`config.mk`:
```
export PLATFORM = sky130hd
export DESIGN_NAME = uart_core
export DESIGN_NICKNAME = d
export VERILOG_FILES = /design/src/hw/uart_pkg.sv /design/src/hw/uart_rx.sv /design/src/hw/uart_tx.sv /design/src/hw/uart_rx_fifo.sv /design/src/hw/uart_core.sv
export SDC_FILE = /design/constraint.sdc
export NUM_CORES = 1
export LEC_CHECK = 0
export BUFFER_PORTS_ARGS = -buffer_cell sky130_fd_sc_hd__buf_4
export CORE_MARGIN = 3
export CORE_UTILIZATION = 40
export DETAILED_ROUTE_END_ITERATION = 12
export GPL_ROUTABILITY_DRIVEN = 0
export PLACE_DENSITY = 0.57
export SYNTH_ARGS = -nofsm -noshare
export SYNTH_HDL_FRONTEND = slang
export SYNTH_SLANG_ARGS = --single-unit
export TNS_END_PERCENT = 100
```
`constraint.sdc`:
```
create_clock -name clk_i -period 4.13 [get_ports clk_i]
set_clock_uncertainty 0.2 [all_clocks]
set_input_delay 0.6195 -clock clk_i [delete_from_list [all_inputs] [get_ports clk_i]]
set_output_delay 0.6195 -clock clk_i [all_outputs]
set_load 0.02 [all_outputs]
```
`src/hw/uart_pkg.sv`:
```
package uart_pkg;

    // **************************************************
    // types shared by the receiver and the transmitter
    // **************************************************

    // clock cycles per bit period, at least 4.
    typedef logic [15:0] baud_div_t;

    typedef enum logic [1:0] {
        PAR_NONE,
        PAR_EVEN,
        PAR_ODD
    } parity_mode_e;

    typedef enum logic [2:0] {
        IDLE,
        START,
        DATA,
        PARITY,
        STOP,
        WAIT
    } rx_state_e;

    typedef enum logic [2:0] {
        TX_IDLE,
        TX_START,
        TX_DATA,
        TX_PARITY,
        TX_STOP
    } tx_state_e;

    // parity bit for a character of up to 8 bits, unused upper bits zero.
    function automatic logic parity(input logic [7:0] data, input parity_mode_e mode);
        logic ones;
        ones = ^data;
        case (mode)
            PAR_EVEN: return ones;
            PAR_ODD:  return ~ones;
            default:  return 1'b0;
        endcase
    endfunction

endpackage

```
`src/hw/uart_rx.sv`:
```
`timescale 1ns/1ns

module uart_rx #(
    parameter int DATA_WIDTH = 8
) (
    input  logic                   clk_i,
    input  logic                   rstn_i,
    input  uart_pkg::baud_div_t    clk_divider_i,
    input  uart_pkg::parity_mode_e parity_mode_i,
    input  logic                   uart_rx_i,
    input  logic                   rx_ready_i,
    output logic                   rx_valid_o,
    output logic [DATA_WIDTH-1:0]  rx_data_o,
    output logic                   parity_err_o
);
    import uart_pkg::*;

    localparam int CNT_W = $clog2(DATA_WIDTH);

    rx_state_e             state;
    baud_div_t             baud_cnt;
    logic [CNT_W-1:0]      bit_cnt;
    logic [DATA_WIDTH-1:0] rx_data;
    logic                  baud_en;
    logic                  baud_done;
    logic                  bit_done;
    logic                  start_bit_check;
    logic                  parity_exp;
    logic                  word_done;
    logic                  rx_handshake;

    // **************************************************
    // frame state machine
    // **************************************************

    always_ff @(posedge clk_i) begin
        if (!rstn_i) begin
            state        <= IDLE;
            bit_cnt      <= '0;
            parity_err_o <= 1'b0;
        end else begin
            case (state)
                IDLE: begin
                    if (!uart_rx_i) begin
                        state        <= START;
                        bit_cnt      <= '0;
                        parity_err_o <= 1'b0;
                    end
                end
                START: begin
                    // a line that is high again at mid-bit was a glitch.
                    if (start_bit_check) begin
                        state <= uart_rx_i ? IDLE : DATA;
                    end
                end
                DATA: begin
                    if (baud_done) begin
                        if (bit_done) begin
                            bit_cnt <= '0;
                            state   <= (parity_mode_i == PAR_NONE) ? STOP : PARITY;
                        end else begin
                            bit_cnt <= bit_cnt + 1'b1;
                        end
                    end
                end
                PARITY: begin
                    if (baud_done) begin
                        state        <= STOP;
                        parity_err_o <= (parity_exp != uart_rx_i);
                    end
                end
                STOP: begin
                    if (baud_done) begin
                        state <= WAIT;
                    end
                end
                WAIT: begin
                    state <= IDLE;
                end
                default: begin
                    state <= IDLE;
                end
            endcase
        end
    end

    // data bits are taken at the sample point of each bit.
    always_ff @(posedge clk_i) begin
        if ((state == DATA) && baud_done) begin
            rx_data[bit_cnt] <= uart_rx_i;
        end
    end

    always_ff @(posedge clk_i) begin
        if (!rstn_i) begin
            baud_cnt <= '0;
        end else if (!baud_en || baud_done || start_bit_check) begin
            baud_cnt <= '0;
        end else begin
            baud_cnt <= baud_cnt + 1'b1;
        end
    end

    assign baud_en         = (state inside {START, DATA, PARITY, STOP});
    assign baud_done       = (baud_cnt == clk_divider_i - 16'd1);
    assign bit_done        = (bit_cnt == CNT_W'(DATA_WIDTH - 1));
    assign start_bit_check = (state == START) && (baud_cnt == (clk_divider_i >> 1) - 16'd1);
    assign parity_exp      = parity(8'(rx_data), parity_mode_i);

    // **************************************************
    // output word
    // **************************************************

    assign word_done    = (state == WAIT) && !parity_err_o;
    assign rx_handshake = rx_valid_o && rx_ready_i;

    always_ff @(posedge clk_i) begin
        if (!rstn_i) begin
            rx_valid_o <= 1'b0;
        end else if (word_done) begin
            rx_valid_o <= 1'b1;
        end else if (rx_handshake) begin
            rx_valid_o <= 1'b0;
        end
    end

    always_ff @(posedge clk_i) begin
        if (word_done) begin
            rx_data_o <= rx_data;
        end
    end

    a_rx_data_stable: assert property (@(posedge clk_i) disable iff (!rstn_i)
        rx_valid_o && !rx_ready_i && !word_done |=> $stable(rx_data_o));

    a_rx_state_legal: assert property (@(posedge clk_i) disable iff (!rstn_i)
        state inside {IDLE, START, DATA, PARITY, STOP, WAIT});

endmodule

```
`src/hw/uart_tx.sv`:
```
`timescale 1ns/1ns

module uart_tx #(
    parameter int DATA_WIDTH = 8
) (
    input  logic                   clk_i,
    input  logic                   rstn_i,
    input  uart_pkg::baud_div_t    clk_divider_i,
    input  uart_pkg::parity_mode_e parity_mode_i,
    input  logic                   s_valid_i,
    input  logic [DATA_WIDTH-1:0]  s_data_i,
    output logic                   s_ready_o,
    output logic                   uart_tx_o
);
    import uart_pkg::*;

    localparam int CNT_W = $clog2(DATA_WIDTH);

    tx_state_e             state;
    baud_div_t             baud_cnt;
    logic [CNT_W-1:0]      bit_cnt;
    logic [DATA_WIDTH-1:0] tx_shift;
    logic                  tx_parity;
    logic                  baud_done;
    logic                  bit_done;
    logic                  s_handshake;

    assign s_ready_o   = (state == TX_IDLE);
    assign s_handshake = s_valid_i && s_ready_o;
    assign baud_done   = (baud_cnt == clk_divider_i - 16'd1);
    assign bit_done    = (bit_cnt == CNT_W'(DATA_WIDTH - 1));

    // **************************************************
    // frame state machine with registered line output
    // **************************************************

    always_ff @(posedge clk_i) begin
        if (!rstn_i) begin
            state     <= TX_IDLE;
            bit_cnt   <= '0;
            uart_tx_o <= 1'b1;
        end else begin
            case (state)
                TX_IDLE: begin
                    if (s_handshake) begin
                        state     <= TX_START;
                        bit_cnt   <= '0;
                        uart_tx_o <= 1'b0;
                    end
                end
                TX_START: begin
                    if (baud_done) begin
                        state     <= TX_DATA;
                        uart_tx_o <= tx_shift[0];
                    end
                end
                TX_DATA: begin
                    if (baud_done) begin
                        if (bit_done) begin
                            if (parity_mode_i == PAR_NONE) begin
                                state     <= TX_STOP;
                                uart_tx_o <= 1'b1;
                            end else begin
                                state     <= TX_PARITY;
                                uart_tx_o <= tx_parity;
                            end
                        end else begin
                            bit_cnt   <= bit_cnt + 1'b1;
                            uart_tx_o <= tx_shift[0];
                        end
                    end
                end
                TX_PARITY: begin
                    if (baud_done) begin
                        state     <= TX_STOP;
                        uart_tx_o <= 1'b1;
                    end
                end
                TX_STOP: begin
                    // line is already high for the stop bit.
                    if (baud_done) begin
                        state <= TX_IDLE;
                    end
                end
                default: begin
                    state     <= TX_IDLE;
                    uart_tx_o <= 1'b1;
                end
            endcase
        end
    end

    // word and parity are captured on acceptance, then shifted out lsb first.
    always_ff @(posedge clk_i) begin
        if (s_handshake) begin
            tx_shift  <= s_data_i;
            tx_parity <= parity(8'(s_data_i), parity_mode_i);
        end else if (baud_done && (state inside {TX_START, TX_DATA})) begin
            tx_shift <= tx_shift >> 1;
        end
    end

    always_ff @(posedge clk_i) begin
        if (!rstn_i) begin
            baud_cnt <= '0;
        end else if ((state == TX_IDLE) || baud_done) begin
            baud_cnt <= '0;
        end else begin
            baud_cnt <= baud_cnt + 1'b1;
        end
    end

    a_tx_idle_high: assert property (@(posedge clk_i) disable iff (!rstn_i)
        (state == TX_IDLE) |-> uart_tx_o);

endmodule

```
`src/hw/uart_rx_fifo.sv`:
```
`timescale 1ns/1ns

module uart_rx_fifo #(
    parameter int DATA_WIDTH = 8,
    parameter int FIFO_DEPTH = 4
) (
    input  logic                  clk_i,
    input  logic                  rstn_i,
    input  logic                  wr_valid_i,
    input  logic [DATA_WIDTH-1:0] wr_data_i,
    input  logic                  rd_ready_i,
    output logic                  wr_ready_o,
    output logic                  rd_valid_o,
    output logic [DATA_WIDTH-1:0] rd_data_o,
    output logic                  overrun_o
);

    localparam int ADDR_W = $clog2(FIFO_DEPTH);

    logic [DATA_WIDTH-1:0] mem [FIFO_DEPTH];
    logic [ADDR_W:0]       wr_ptr;
    logic [ADDR_W:0]       rd_ptr;
    logic [ADDR_W:0]       fill;
    logic                  full;
    logic                  empty;
    logic                  wr_en;
    logic                  rd_en;

    // pointers carry one extra wrap bit to tell full from empty.
    assign fill  = wr_ptr - rd_ptr;
    assign empty = (wr_ptr == rd_ptr);
    assign full  = (wr_ptr[ADDR_W] != rd_ptr[ADDR_W]) &&
                   (wr_ptr[ADDR_W-1:0] == rd_ptr[ADDR_W-1:0]);

    // every word is taken; one that finds the FIFO full is dropped.
    assign wr_ready_o = 1'b1;
    assign wr_en      = wr_valid_i && !full;
    assign rd_valid_o = !empty;
    assign rd_en      = rd_valid_o && rd_ready_i;
    assign rd_data_o  = mem[rd_ptr[ADDR_W-1:0]];

    always_ff @(posedge clk_i) begin
        if (wr_en) begin
            mem[wr_ptr[ADDR_W-1:0]] <= wr_data_i;
        end
    end

    always_ff @(posedge clk_i) begin
        if (!rstn_i) begin
            wr_ptr    <= '0;
            rd_ptr    <= '0;
            overrun_o <= 1'b0;
        end else begin
            if (wr_en) begin
                wr_ptr <= wr_ptr + 1'b1;
            end
            if (rd_en) begin
                rd_ptr <= rd_ptr + 1'b1;
            end
            overrun_o <= wr_valid_i && full;
        end
    end

    // a read from an empty FIFO would wrap the fill level past the depth.
    a_fifo_no_empty_read: assert property (@(posedge clk_i) disable iff (!rstn_i)
        int'(fill) <= FIFO_DEPTH);

endmodule

```
`src/hw/uart_core.sv`:
```
`timescale 1ns/1ns

module uart_core #(
    parameter int DATA_WIDTH = 8,
    parameter int FIFO_DEPTH = 4
) (
    input  logic                   clk_i,
    input  logic                   rstn_i,
    input  uart_pkg::baud_div_t    clk_divider_i,
    input  uart_pkg::parity_mode_e parity_mode_i,
    input  logic                   uart_rx_i,
    input  logic                   s_valid_i,
    input  logic [DATA_WIDTH-1:0]  s_data_i,
    input  logic                   m_ready_i,
    output logic                   uart_tx_o,
    output logic                   s_ready_o,
    output logic                   m_valid_o,
    output logic [DATA_WIDTH-1:0]  m_data_o,
    output logic                   parity_err_o,
    output logic                   rx_overrun_o
);

    // receiver to FIFO stream.
    logic                  rx_valid;
    logic                  rx_ready;
    logic [DATA_WIDTH-1:0] rx_data;

    uart_rx #(
        .DATA_WIDTH (DATA_WIDTH)
    ) uart_rx_i0 (
        .clk_i         (clk_i),
        .rstn_i        (rstn_i),
        .clk_divider_i (clk_divider_i),
        .parity_mode_i (parity_mode_i),
        .uart_rx_i     (uart_rx_i),
        .rx_ready_i    (rx_ready),
        .rx_valid_o    (rx_valid),
        .rx_data_o     (rx_data),
        .parity_err_o  (parity_err_o)
    );

    uart_rx_fifo #(
        .DATA_WIDTH (DATA_WIDTH),
        .FIFO_DEPTH (FIFO_DEPTH)
    ) uart_rx_fifo_i0 (
        .clk_i      (clk_i),
        .rstn_i     (rstn_i),
        .wr_valid_i (rx_valid),
        .wr_data_i  (rx_data),
        .rd_ready_i (m_ready_i),
        .wr_ready_o (rx_ready),
        .rd_valid_o (m_valid_o),
        .rd_data_o  (m_data_o),
        .overrun_o  (rx_overrun_o)
    );

    uart_tx #(
        .DATA_WIDTH (DATA_WIDTH)
    ) uart_tx_i0 (
        .clk_i         (clk_i),
        .rstn_i        (rstn_i),
        .clk_divider_i (clk_divider_i),
        .parity_mode_i (parity_mode_i),
        .s_valid_i     (s_valid_i),
        .s_data_i      (s_data_i),
        .s_ready_o     (s_ready_o),
        .uart_tx_o     (uart_tx_o)
    );

endmodule

```
Word-level counts from Yosys, hierarchy flattened
Memory sizes are Yosys's and may differ from the RTL's. A register that Yosys moved wholly into a read port is not among the register bits.
Index checks and enable logic that the tools add are counted.
W data, S select, Z words.
Word-level totals
  register bits: 79
  RAM bits: 32
  bits of input ports: 31
  output and inout port bits: 13
  word-level logic and storage cells: 146
  memories kept: 1
Operators by class
  add/sub/neg operators: 8
  order comparisons: 2
  equal/unequal tests: 33
  muxes and demuxes: 46
  bitwise gates (word level): 4
  reduce and logical (&&, ||, !) cells: 36
Memories
  uart_rx_fifo_i0.mem: depth 4, width 8, rd ports 1, clocked after memory_dff 1, write ports 1, RTL line uart_rx_fifo.sv:20  | logic [DATA_WIDTH-1:0] mem [FIFO_DEPTH];
Operators by type and width (number)
  $mux W3: 19
  $eq A16 B16 Y1: 3
  $add A16 B1 Y16 const B: 2
  $pmux W3 S5: 2
  $ne A2 B1 Y1 const B: 10
  $mux W8: 2
  $reduce_xor A8 Y1: 2
  $sub A15 B1 Y16 const B: 1
  $sub A16 B1 Y16 const B: 1
  $eq A3 B3 Y1 const B: 5
  $add A3 B1 Y3 const B: 4
  $eq A3 B2 Y1 const B: 4
  $mux W1: 12
  $pmux W3 S2: 2
  $reduce_and A6 Y1: 2
  $logic_and A1 B1 Y1: 10
  $reduce_bool A2 Y1: 5
  $bwmux W8: 1
  $eq A3 B1 Y1 const B: 2
  $logic_not A3 Y1: 2
  $mux W2: 3
  $ne A2 B2 Y1 const B: 3
  $pmux W1 S2: 3
  $reduce_and A3 Y1: 2
  other kinds (17): 27

Logic depth before layout (Yosys ltp)
Gate-level depths: netlist of the first run.
  word-level depth: 6
  mapped depth: 15
  mapped depth without buffers: 10

Hierarchy
From an unflattened synthesis of the first run, not the netlist that was laid out.
Unflattened totals
  cells, all modules: 726
  area total of the unflattened synthesis: 6870.3 um^2
Modules (own cells, without submodules)
  uart_rx: instances 1, cells each 343, area an instance 2866.5 um^2, sequential area each 960.9 um^2
  uart_tx: instances 1, cells each 262, area an instance 2212.1 um^2, sequential area each 730.7 um^2
  uart_rx_fifo: instances 1, cells each 121, area an instance 1791.7 um^2, sequential area each 1141.1 um^2

Worst setup path after synthesis of the first run
No wires, ideal clock.
  kind: input-to-reg
  start point: in clk_divider_i[0]
  end point: reg uart_tx_i0.tx_shift[0] (enable)
  setup time: 0.370 ns
  arrival time: 3.487 ns
  required time: 3.560 ns
  slack: 0.073 ns
  stages on the path: 13
  path buffers: 3
  cell sequence: clkbuf_1 > inv_1 > ha_1 > buf_2 > or3b_2 > clkbuf_1 > nor4_1 > xor2_1 > xnor2_1 > nand3_1 > nor4_2 > a22oi_1 > nor2_1
Between the ends
  word-level cells in the longest chain between the ends: 4
Ends and longest elaborated chain
  start, declared: RTL line uart_core.sv:9  | input uart_pkg::baud_div_t clk_divider_i,
  $sub A16 B1 Y16: RTL line uart_tx.sv:30  | assign baud_done = (baud_cnt == clk_divider_i - 16'd1);
  $eq A16 B16 Y1: RTL line uart_tx.sv:30
  $logic_and A1 B1 Y1: RTL line uart_tx.sv:98  | end else if (baud_done && (state inside {TX_START, TX_DATA})) begin
  $reduce_bool A2 Y1 (no source line)
  end signal, assigned: RTL line uart_tx.sv:96  | tx_shift <= s_data_i;
  end signal, assigned: RTL line uart_tx.sv:99  | tx_shift <= tx_shift >> 1;
  end, declared: RTL line uart_tx.sv:22  | logic [DATA_WIDTH-1:0] tx_shift;
No other way between the ends.
A chain may end at the register's enable or synchronous reset.

Worst setup path after layout of the first run
  start point: in clk_divider_i[1]
  end point: reg uart_tx_i0.bit_cnt[0]
Between the ends
  word-level cells in the longest chain between the ends: 4
Ends and longest elaborated chain
  $sub A16 B1 Y16: RTL line uart_tx.sv:30
  $eq A16 B16 Y1: RTL line uart_tx.sv:30
  $ne A2 B1 Y1 (no source line)
  $reduce_and A4 Y1 (no source line)
  end signal, assigned: RTL line uart_tx.sv:68  | bit_cnt <= bit_cnt + 1'b1;
  end, declared: RTL line uart_tx.sv:21  | logic [CNT_W-1:0] bit_cnt;
No other way between the ends.

==> results of run 1 <==
[synthesized netlist by cell type, types with 3 or more instances]
| cell type | count |
|---|---|
| nor3_1 | 13 |
| buf_2 | 4 |
| nor2_1 | 68 |
| mux4_2 | 8 |
| and2_1 | 4 |
| or4_4 | 3 |
| mux2i_1 | 8 |
| or4_1 | 6 |
| buf_1 | 4 |
| o211ai_1 | 6 |
| or3b_2 | 4 |
| a21oi_1 | 15 |
| a31oi_1 | 8 |
| o41ai_1 | 4 |
| ha_1 | 16 |
| nand3b_1 | 4 |
| nand2_1 | 66 |
| nor2b_1 | 7 |
| xor2_1 | 35 |
| o21ai_0 | 26 |
| edfxtp_1 | 57 |
| nand2b_1 | 7 |
| clkbuf_1 | 33 |
| o31ai_1 | 4 |
| nand3_1 | 22 |
| a22oi_1 | 5 |
| inv_1 | 18 |
| and3_1 | 18 |
| dfxtp_1 | 56 |
| or3_1 | 10 |
| nand4_1 | 10 |
| nor4b_1 | 3 |
| xnor2_1 | 67 |
| nor4_1 | 24 |
[cell usage in the layout, fill, tap and decap left out, drive strengths merged, types with 14 or more instances in the layout]
| master | netlist | layout |
|---|---|---|
| a21oi | 15 | 15 |
| and3 | 18 | 18 |
| buf | 11 | 63 |
| clkbuf | 33 | 17 |
| dfxtp | 56 | 56 |
| edfxtp | 57 | 57 |
| ha | 16 | 16 |
| inv | 19 | 24 |
| nand2 | 66 | 66 |
| nand3 | 22 | 22 |
| nor2 | 68 | 68 |
| nor3 | 14 | 14 |
| nor4 | 25 | 25 |
| o21ai | 26 | 26 |
| xnor2 | 67 | 67 |
| xor2 | 35 | 35 |
[power groups by stage]
stage	clock [mW]	combinational, mW	sequential, mW
detailed placement	0	0.405	1.30
CTS	1.40	0.409	1.28
floorplan	0	0.316	1.26
global route	1.47	0.452	1.29
global placement	0	0.404	1.30
finish	1.38	0.411	1.28
[layout make-up]
| type | count | area, µm² |
|---|---|---|
| multi-input combinational | 506 | 3480 |
| tap | 216 | 270 |
| fill | 1544 | 8310 |
| clock inverter | 15 | 134 |
| sequential | 113 | 2830 |
| clock buffer | 17 | 425 |
| inverter | 20 | 75.1 |
| timing repair buffer | 63 | 473 |
[cell families (layout without fill, tap and decap cells)]
kind of cell | count (synthesis) | in the layout | share of synthesized area (%)
xor gates and xnor gates | 104 | 104 | 14.3
AOI/OAI and AO/OA | 91 | 91 | 9.58
muxes | 16 | 16 | 3.96
adders and majority gates | 16 | 16 | 3.05
and+or+nand+nor | 279 | 279 | 22.0
DFF | 113 | 113 | 43.1
buffers and inverters | 64 | 115 | 4.02
[per-stage QoR]
stage	utilization (%)	area, µm²	hold slack, ps	power (mW)	setup WS [ps]
2_1_floorplan	-	6570	239	1.58	72.7
3_3_place_gp	44.5	7130	254	1.70	205
3_5_place_dp	44.5	7130	259	1.71	157
4_1_cts	48.0	7690	264	3.09	581
5_1_grt	48.0	7690	261	3.21	299
6_report	48.0	7690	271	3.07	548
[how the worst max path moves through the flow]
stage	end	slack (ps)	cells past startpoint
after detailed placement	uart_tx_i0.bit_cnt[0]	160	12
after floorplan	uart_tx_i0.tx_shift[0]	70	13
final	uart_tx_i0.bit_cnt[0]	550	12
after global routing	uart_tx_i0.bit_cnt[0]	300	12
after CTS	uart_tx_i0.bit_cnt[0]	580	12
after global placement	uart_rx_i0.rx_data[0]	200	11
[state kept, by name, summed over array words and instances, names as in the netlist, 8 cells and up, named ones only]
signal,flops
uart_rx_fifo_i0.mem,32
uart_rx_i0.rx_data_o,8
uart_rx_i0.rx_data,8
uart_rx_i0.baud_cnt,16
uart_tx_i0.baud_cnt,16
uart_tx_i0.tx_shift,8
[layer usage]
| metal | up-vias | share of wire (%) |
|---|---|---|
| met5 | - | 0 |
| met4 | 0 | 2.8 |
| met3 | 31 | 4.5 |
| met2 | 132 | 47 |
| met1 | 2427 | 46 |
| li1 | 2544 | - |
==> results by group, run 1 <==
Clocking
  • Post-CTS setup buffers: 0
  • Clock slew at reported path FFs: around 60 ps
  • TritonCTS Buffers: 17
  • H-Tree Depth: 4
  • Post_cts resized: 0
  • Clk sinks: 113
  • Root buffer cell: clkbuf_16
  • CTS tree: done
  • Worst-Skew Late Latency: 410 ps
  • Hold_buf cts: 0
  • Clk buf depth: 2

Logic synthesis
  • Synthesis Warnings: 0
  • Distinct cells, synth: 66
  • Yosys reg bits: 113
  • Seq/Total Area, Yosys: a little over two fifths
  • Syn Area/Cell: approximately 9.6 µm²
  • Top cell type's share of synthesized area: between 20% and 30%
  • Async set-reset flop share out of synthesis: 0%
  • Most common flop cell mapped by yosys: edfxtp_1
  • Cells after synthesis: 683
  • Cell taking the most area after synthesis: edfxtp_1
  • Synth top area cells: edfxtp_1 26%, dfxtp_1 17%, xnor2_1 8.9%
  • Netlist Area Pre-Place: ~6600 µm²
  • Post-synth net total: 730
  • Post-synth EDFFs: 57

Routing
  • Drt initial violations: 267
  • Antenna Nets Post-Route: 0
  • Avg WL per Cell: between 15 and 20 µm
  • DRT Pass-1 Iters: 7
  • WL final: about 15000 µm
  • Via density: about 5.4
  • Vias: around 5100
  • DRC: 0

Pwr
  • Reg power frac: a little over two fifths
  • Clk network pwr share: between 40% and 50%
  • Leak: about 2.7 nW
  • Internal: ~2.2 mW
  • Combinational power share: a little over an eighth
  • Maximum vdd drop: ~0.00029 V
  • Switching fraction of total power: between 20 and 30%
  • NetSw: around 850 µW
  • Pwr dens: between 300 and 400 nW/µm²

Worst hold path
  • WHS Endpoint: uart_rx_i0.rx_data_o[7]
  • Hold WC Path Type: flop to flop
  • Min-delay src: uart_rx_i0.rx_data[7]
  • Hold depth: 0

Die
  • Die height: about 130 µm
  • Core Area: 16000 µm²
  • IO Count: between 40 and 50
  • Row count: 46
  • Chip Width: about 130 µm
  • Initial core utilization: between 40% and 50%
  • DIE AREA: 18000 µm²

Layout
  • Antenna diode count: 0
  • Layout cell share with drive strength beyond 1: 15.8%
  • Finished Layout Cells: 950
  • Area grow syn2layout: 16.9%
  • Final net count: 768

Timing
  • Achievable Freq: between 0.2 and 0.3 GHz
  • Slew headroom: roughly three fifths
  • Worst-Margin Slew: 572 ps
  • Slew Viols, Final: 0
  • Total negative setup slack: 0 ps
  • Min Clock Period, post-route: between 3000 and 4000 ps
  • RSZ-0062 raised after global routing: no
  • Final setup violation count: 0
  • Hold Fails Final Rpt: 0
  • Final Cycle Share: around 87%

Setup path
  • Critical register-to-register path endpoint: uart_rx_i0.rx_data[0]
  • CP max stage delay: roughly 640 ps
  • Worst path required time: roughly 4300 ps
  • Worst EP arrival: 3720 ps
  • Startpoint Class: input pin
  • Reg2reg path depth: 8
  • Crit. Startpoint: clk_divider_i[1]
  • Setup crit end kind: flop
  • CP Buf/Inv Count: 3
  • Top Family by Delay on Critical Path: simple AND/OR/NAND/NOR gates
  • Worst R2R Start: uart_rx_i0.baud_cnt[12]
  • Kind of critical path: input pin to flop
  • R2R Setup Slk: a little under 1000 ps
  • Critical path's slowest cell: or4_1
  • CP Cell Sequence: buf_4, inv_1, ha_1, nor4b_1, buf_4, nand4_1, or4_1, o21ai_0, nand3_1, or4_1, or3_1, a21oi_1
  • Crit Path Max Fanout: 9

GRT
  • Most Crowded Layer GR: met2
  • Initial antenna violation count: 0
  • Met1 GRT Util: a little over a fifth
  • Number of global-route vias before repair: 4996
  • Met3 usage: approximately 4.6%
  • First-pass GRT wire length: 24400 µm
  • Met2 GRT Util: a little over a quarter
  • Largest net degree at the start of global routing: 35
  • Gr ovfl total: 0
  • GRT Util Overall: between 10% and 20%

Outcome
  • Status: complete, no violations

Placement
  • # port buffers: 43
  • Inst Count DP: roughly 920
  • DPL Wire Length: between 10000 and 15000 µm

Job
  • Max Cap Viol: 0
Note: power is estimated with default switching activity, not from simulation.
==> run 2: changes to the inputs <==
RECOVER_POWER = 25   (was not set)
==> run 2 against run 1 <==
- sequential power is essentially flat
- worst hold slack did not move
- setup slack got worse by 2.5 ps
- clock power about the same
- critical path depth unchanged
- non-clock buffer count is the same
- combinational power barely moved
==> results by group, run 2 (same netlist as run 1, synthesis figures left out) <==
Pwr
  • Maximum vdd drop: 0.000288 V (about the same)
  • Leak: 2.75 nW (-0.13%)
  • Pwr dens: 399 nW/µm² (about the same)
  • Tot Pwr: 3.07 mW (about the same)

Setup path
  • CP max stage delay: 640 ps (about the same)
  • Crit Path Max Fanout: 9 (unchanged)
  • Reg2reg path depth: 8 (unchanged)
  • Worst R2R Start: uart_rx_i0.baud_cnt[12]
  • Setup crit end kind: flop
  • Kind of critical path: input pin to flop
  • Crit. Startpoint: clk_divider_i[1]
  • Worst path required time: 4270 ps (about the same)
  • Critical path's slowest cell: or4_1
  • CP Cell Sequence: buf_4, inv_1, ha_1, nor4b_1, buf_4, nand4_1, or4_1, o21ai_0, nand3_1, or4_1, or3_1, a21oi_1
  • Startpoint Class: input pin
  • Worst EP arrival: 3720 ps (about the same)

Routing
  • Via density: 5.40 (unchanged)
  • Avg WL per Cell: 15.7 µm (+0.24%)
  • DRC: 0 (unchanged)
  • Antenna Nets Post-Route: 0 (unchanged)
  • WL final: 14900 µm (+0.24%)
  • DRT Pass-1 Iters: 5 (-2)
  • Vias: 5134 (unchanged)
  • Drt initial violations: 267 (unchanged)

Placement
  • # port buffers: 43 (unchanged)
  • Setup WS pre-CTS: 157 ps (unchanged)
  • Area after DPL: 7130 µm² (unchanged)
  • Inst Count DP: 918 (unchanged)
  • DPL Wire Length: 11000 µm (unchanged)

Layout
  • Area grow syn2layout: 16.9% (about the same)
  • Final core utilization: 48.0% (about the same)
  • Antenna diode count: 0 (unchanged)
  • Most frequent cells in the layout: 68 x nor2_1, 67 x xnor2_1, 66 x nand2_1
  • # fillers: 1546 (+0.13%)
  • Post-layout instance area: 7680 µm² (about the same)
  • Final net count: 768 (unchanged)
  • Largest register FFs: 32 (unchanged)
  • Finished Layout Cells: 950 (unchanged)
  • Layout cell share with drive strength beyond 1: 15.7% (-0.14 points)
  • Commonest non-fill, non-tap cell in the layout: nor2_1

Die
  • Initial core utilization: 41.1% (unchanged)
  • Row count: 46 (unchanged)
  • Die height: 134 µm (unchanged)
  • DIE AREA: 18000 µm² (unchanged)
  • Chip Width: 134 µm (unchanged)
  • Core Area: 16000 µm² (unchanged)
  • IO Count: 44 (unchanged)

Timing
  • Slew headroom: 59.7% (-1.3 points)
  • Setup ws final: 546 ps (-2.48 ps)
  • Slew Viols, Final: 0 (unchanged)
  • RSZ-0062 raised after global routing: no
  • Final setup violation count: 0 (unchanged)
  • Final Hold Slack: 271 ps (unchanged)
  • Hold Fails Final Rpt: 0 (unchanged)
  • Min Clock Period, post-route: 3580 ps (+2.48 ps)
  • Total negative setup slack: 0 ps (unchanged)
  • Worst-Margin Slew: 590 ps (+18.3 ps)
  • Final Cycle Share: 86.8% (about the same)
  • Achievable Freq: 0.279 GHz (about the same)

Clocking
  • H-Tree Depth: 4 (unchanged)
  • Clk sinks: 113 (unchanged)
  • Post_cts resized: 0 (unchanged)
  • Worst-Skew Late Latency: 410 ps (about the same)
  • CTS tree: done
  • Root buffer cell: clkbuf_16
  • Clock slew at reported path FFs: 60 ps (about the same)
  • Clk buf depth: 2 (unchanged)
  • TritonCTS Buffers: 17 (unchanged)
  • Hold_buf cts: 0 (unchanged)
  • Post-CTS setup buffers: 0 (unchanged)

GRT
  • Largest net degree at the start of global routing: 35 (unchanged)
  • Gr ovfl total: 0 (unchanged)
  • GRT Util Overall: 16.9% (unchanged)
  • First-pass GRT wire length: 24400 µm (unchanged)
  • Initial antenna violation count: 0 (unchanged)
  • Number of global-route vias before repair: 4996 (unchanged)

Worst hold path
  • Min-delay src: uart_rx_i0.rx_data[7]
  • Hold depth: 0 (unchanged)
  • Hold WC Path Type: flop to flop

Outcome
  • Status: complete, no violations

Job
  • Max Cap Viol: 0 (unchanged)
-- run 2: cell types whose count changed in the layout (fill, tap and decap cells not counted), sizes merged --
| cell | before | now |
|---|---|---|
| clkbuf | 17 | 18 |
| buf | 63 | 62 |
-- run 2: critical path, delay by kind of cell --
family / cells / cell delay, ps
compound gates: 2 / 230
fa+ha+maj: 1 / 300
buf+inv: 3 / 390
simple gates: 6 / 2190
-- run 2: worst paths after layout --
path	endpoint	slack, ps
worst max register to register	uart_rx_i0.rx_data[0]	980
worst min-delay path	uart_rx_i0.rx_data_o[7]	270
worst max-delay path	uart_tx_i0.bit_cnt[0]	550
worst min register to register	uart_rx_i0.rx_data_o[7]	270
-- run 2: final cells by class --
| class | count | area (µm²) | area share, % |
|---|---|---|---|
| inverters | 20 | 75.1 | 0.977 |
| well taps | 216 | 270 | 3.52 |
| repair buffers | 63 | 469 | 6.11 |
| clock buffers | 17 | 425 | 5.54 |
| clock inverters | 15 | 134 | 1.74 |
| multi-input cells | 506 | 3480 | 45.2 |
| flip-flops and latches | 113 | 2830 | 36.9 |
-- run 2: power breakdown --
group | leakage (nW) | total, mW | switching [mW] | internal, mW
registers | 0.970 | 1.28 | 0.0669 | 1.21
clock network | 0.262 | 1.38 | 0.546 | 0.830
logic | 1.51 | 0.411 | 0.241 | 0.170
total | 2.75 | 3.07 | 0.854 | 2.21
-- run 2: routing by layer --
metal | vias to the layer above | routed length, µm | global-route usage [%]
li1 | 2545 | - | -
met1 | 2427 | 6820 | 21.5
met2 | 131 | 6990 | 27.3
met3 | 31 | 660 | 4.61
met4 | 0 | 420 | 7.01
met5 | - | 0 | 0
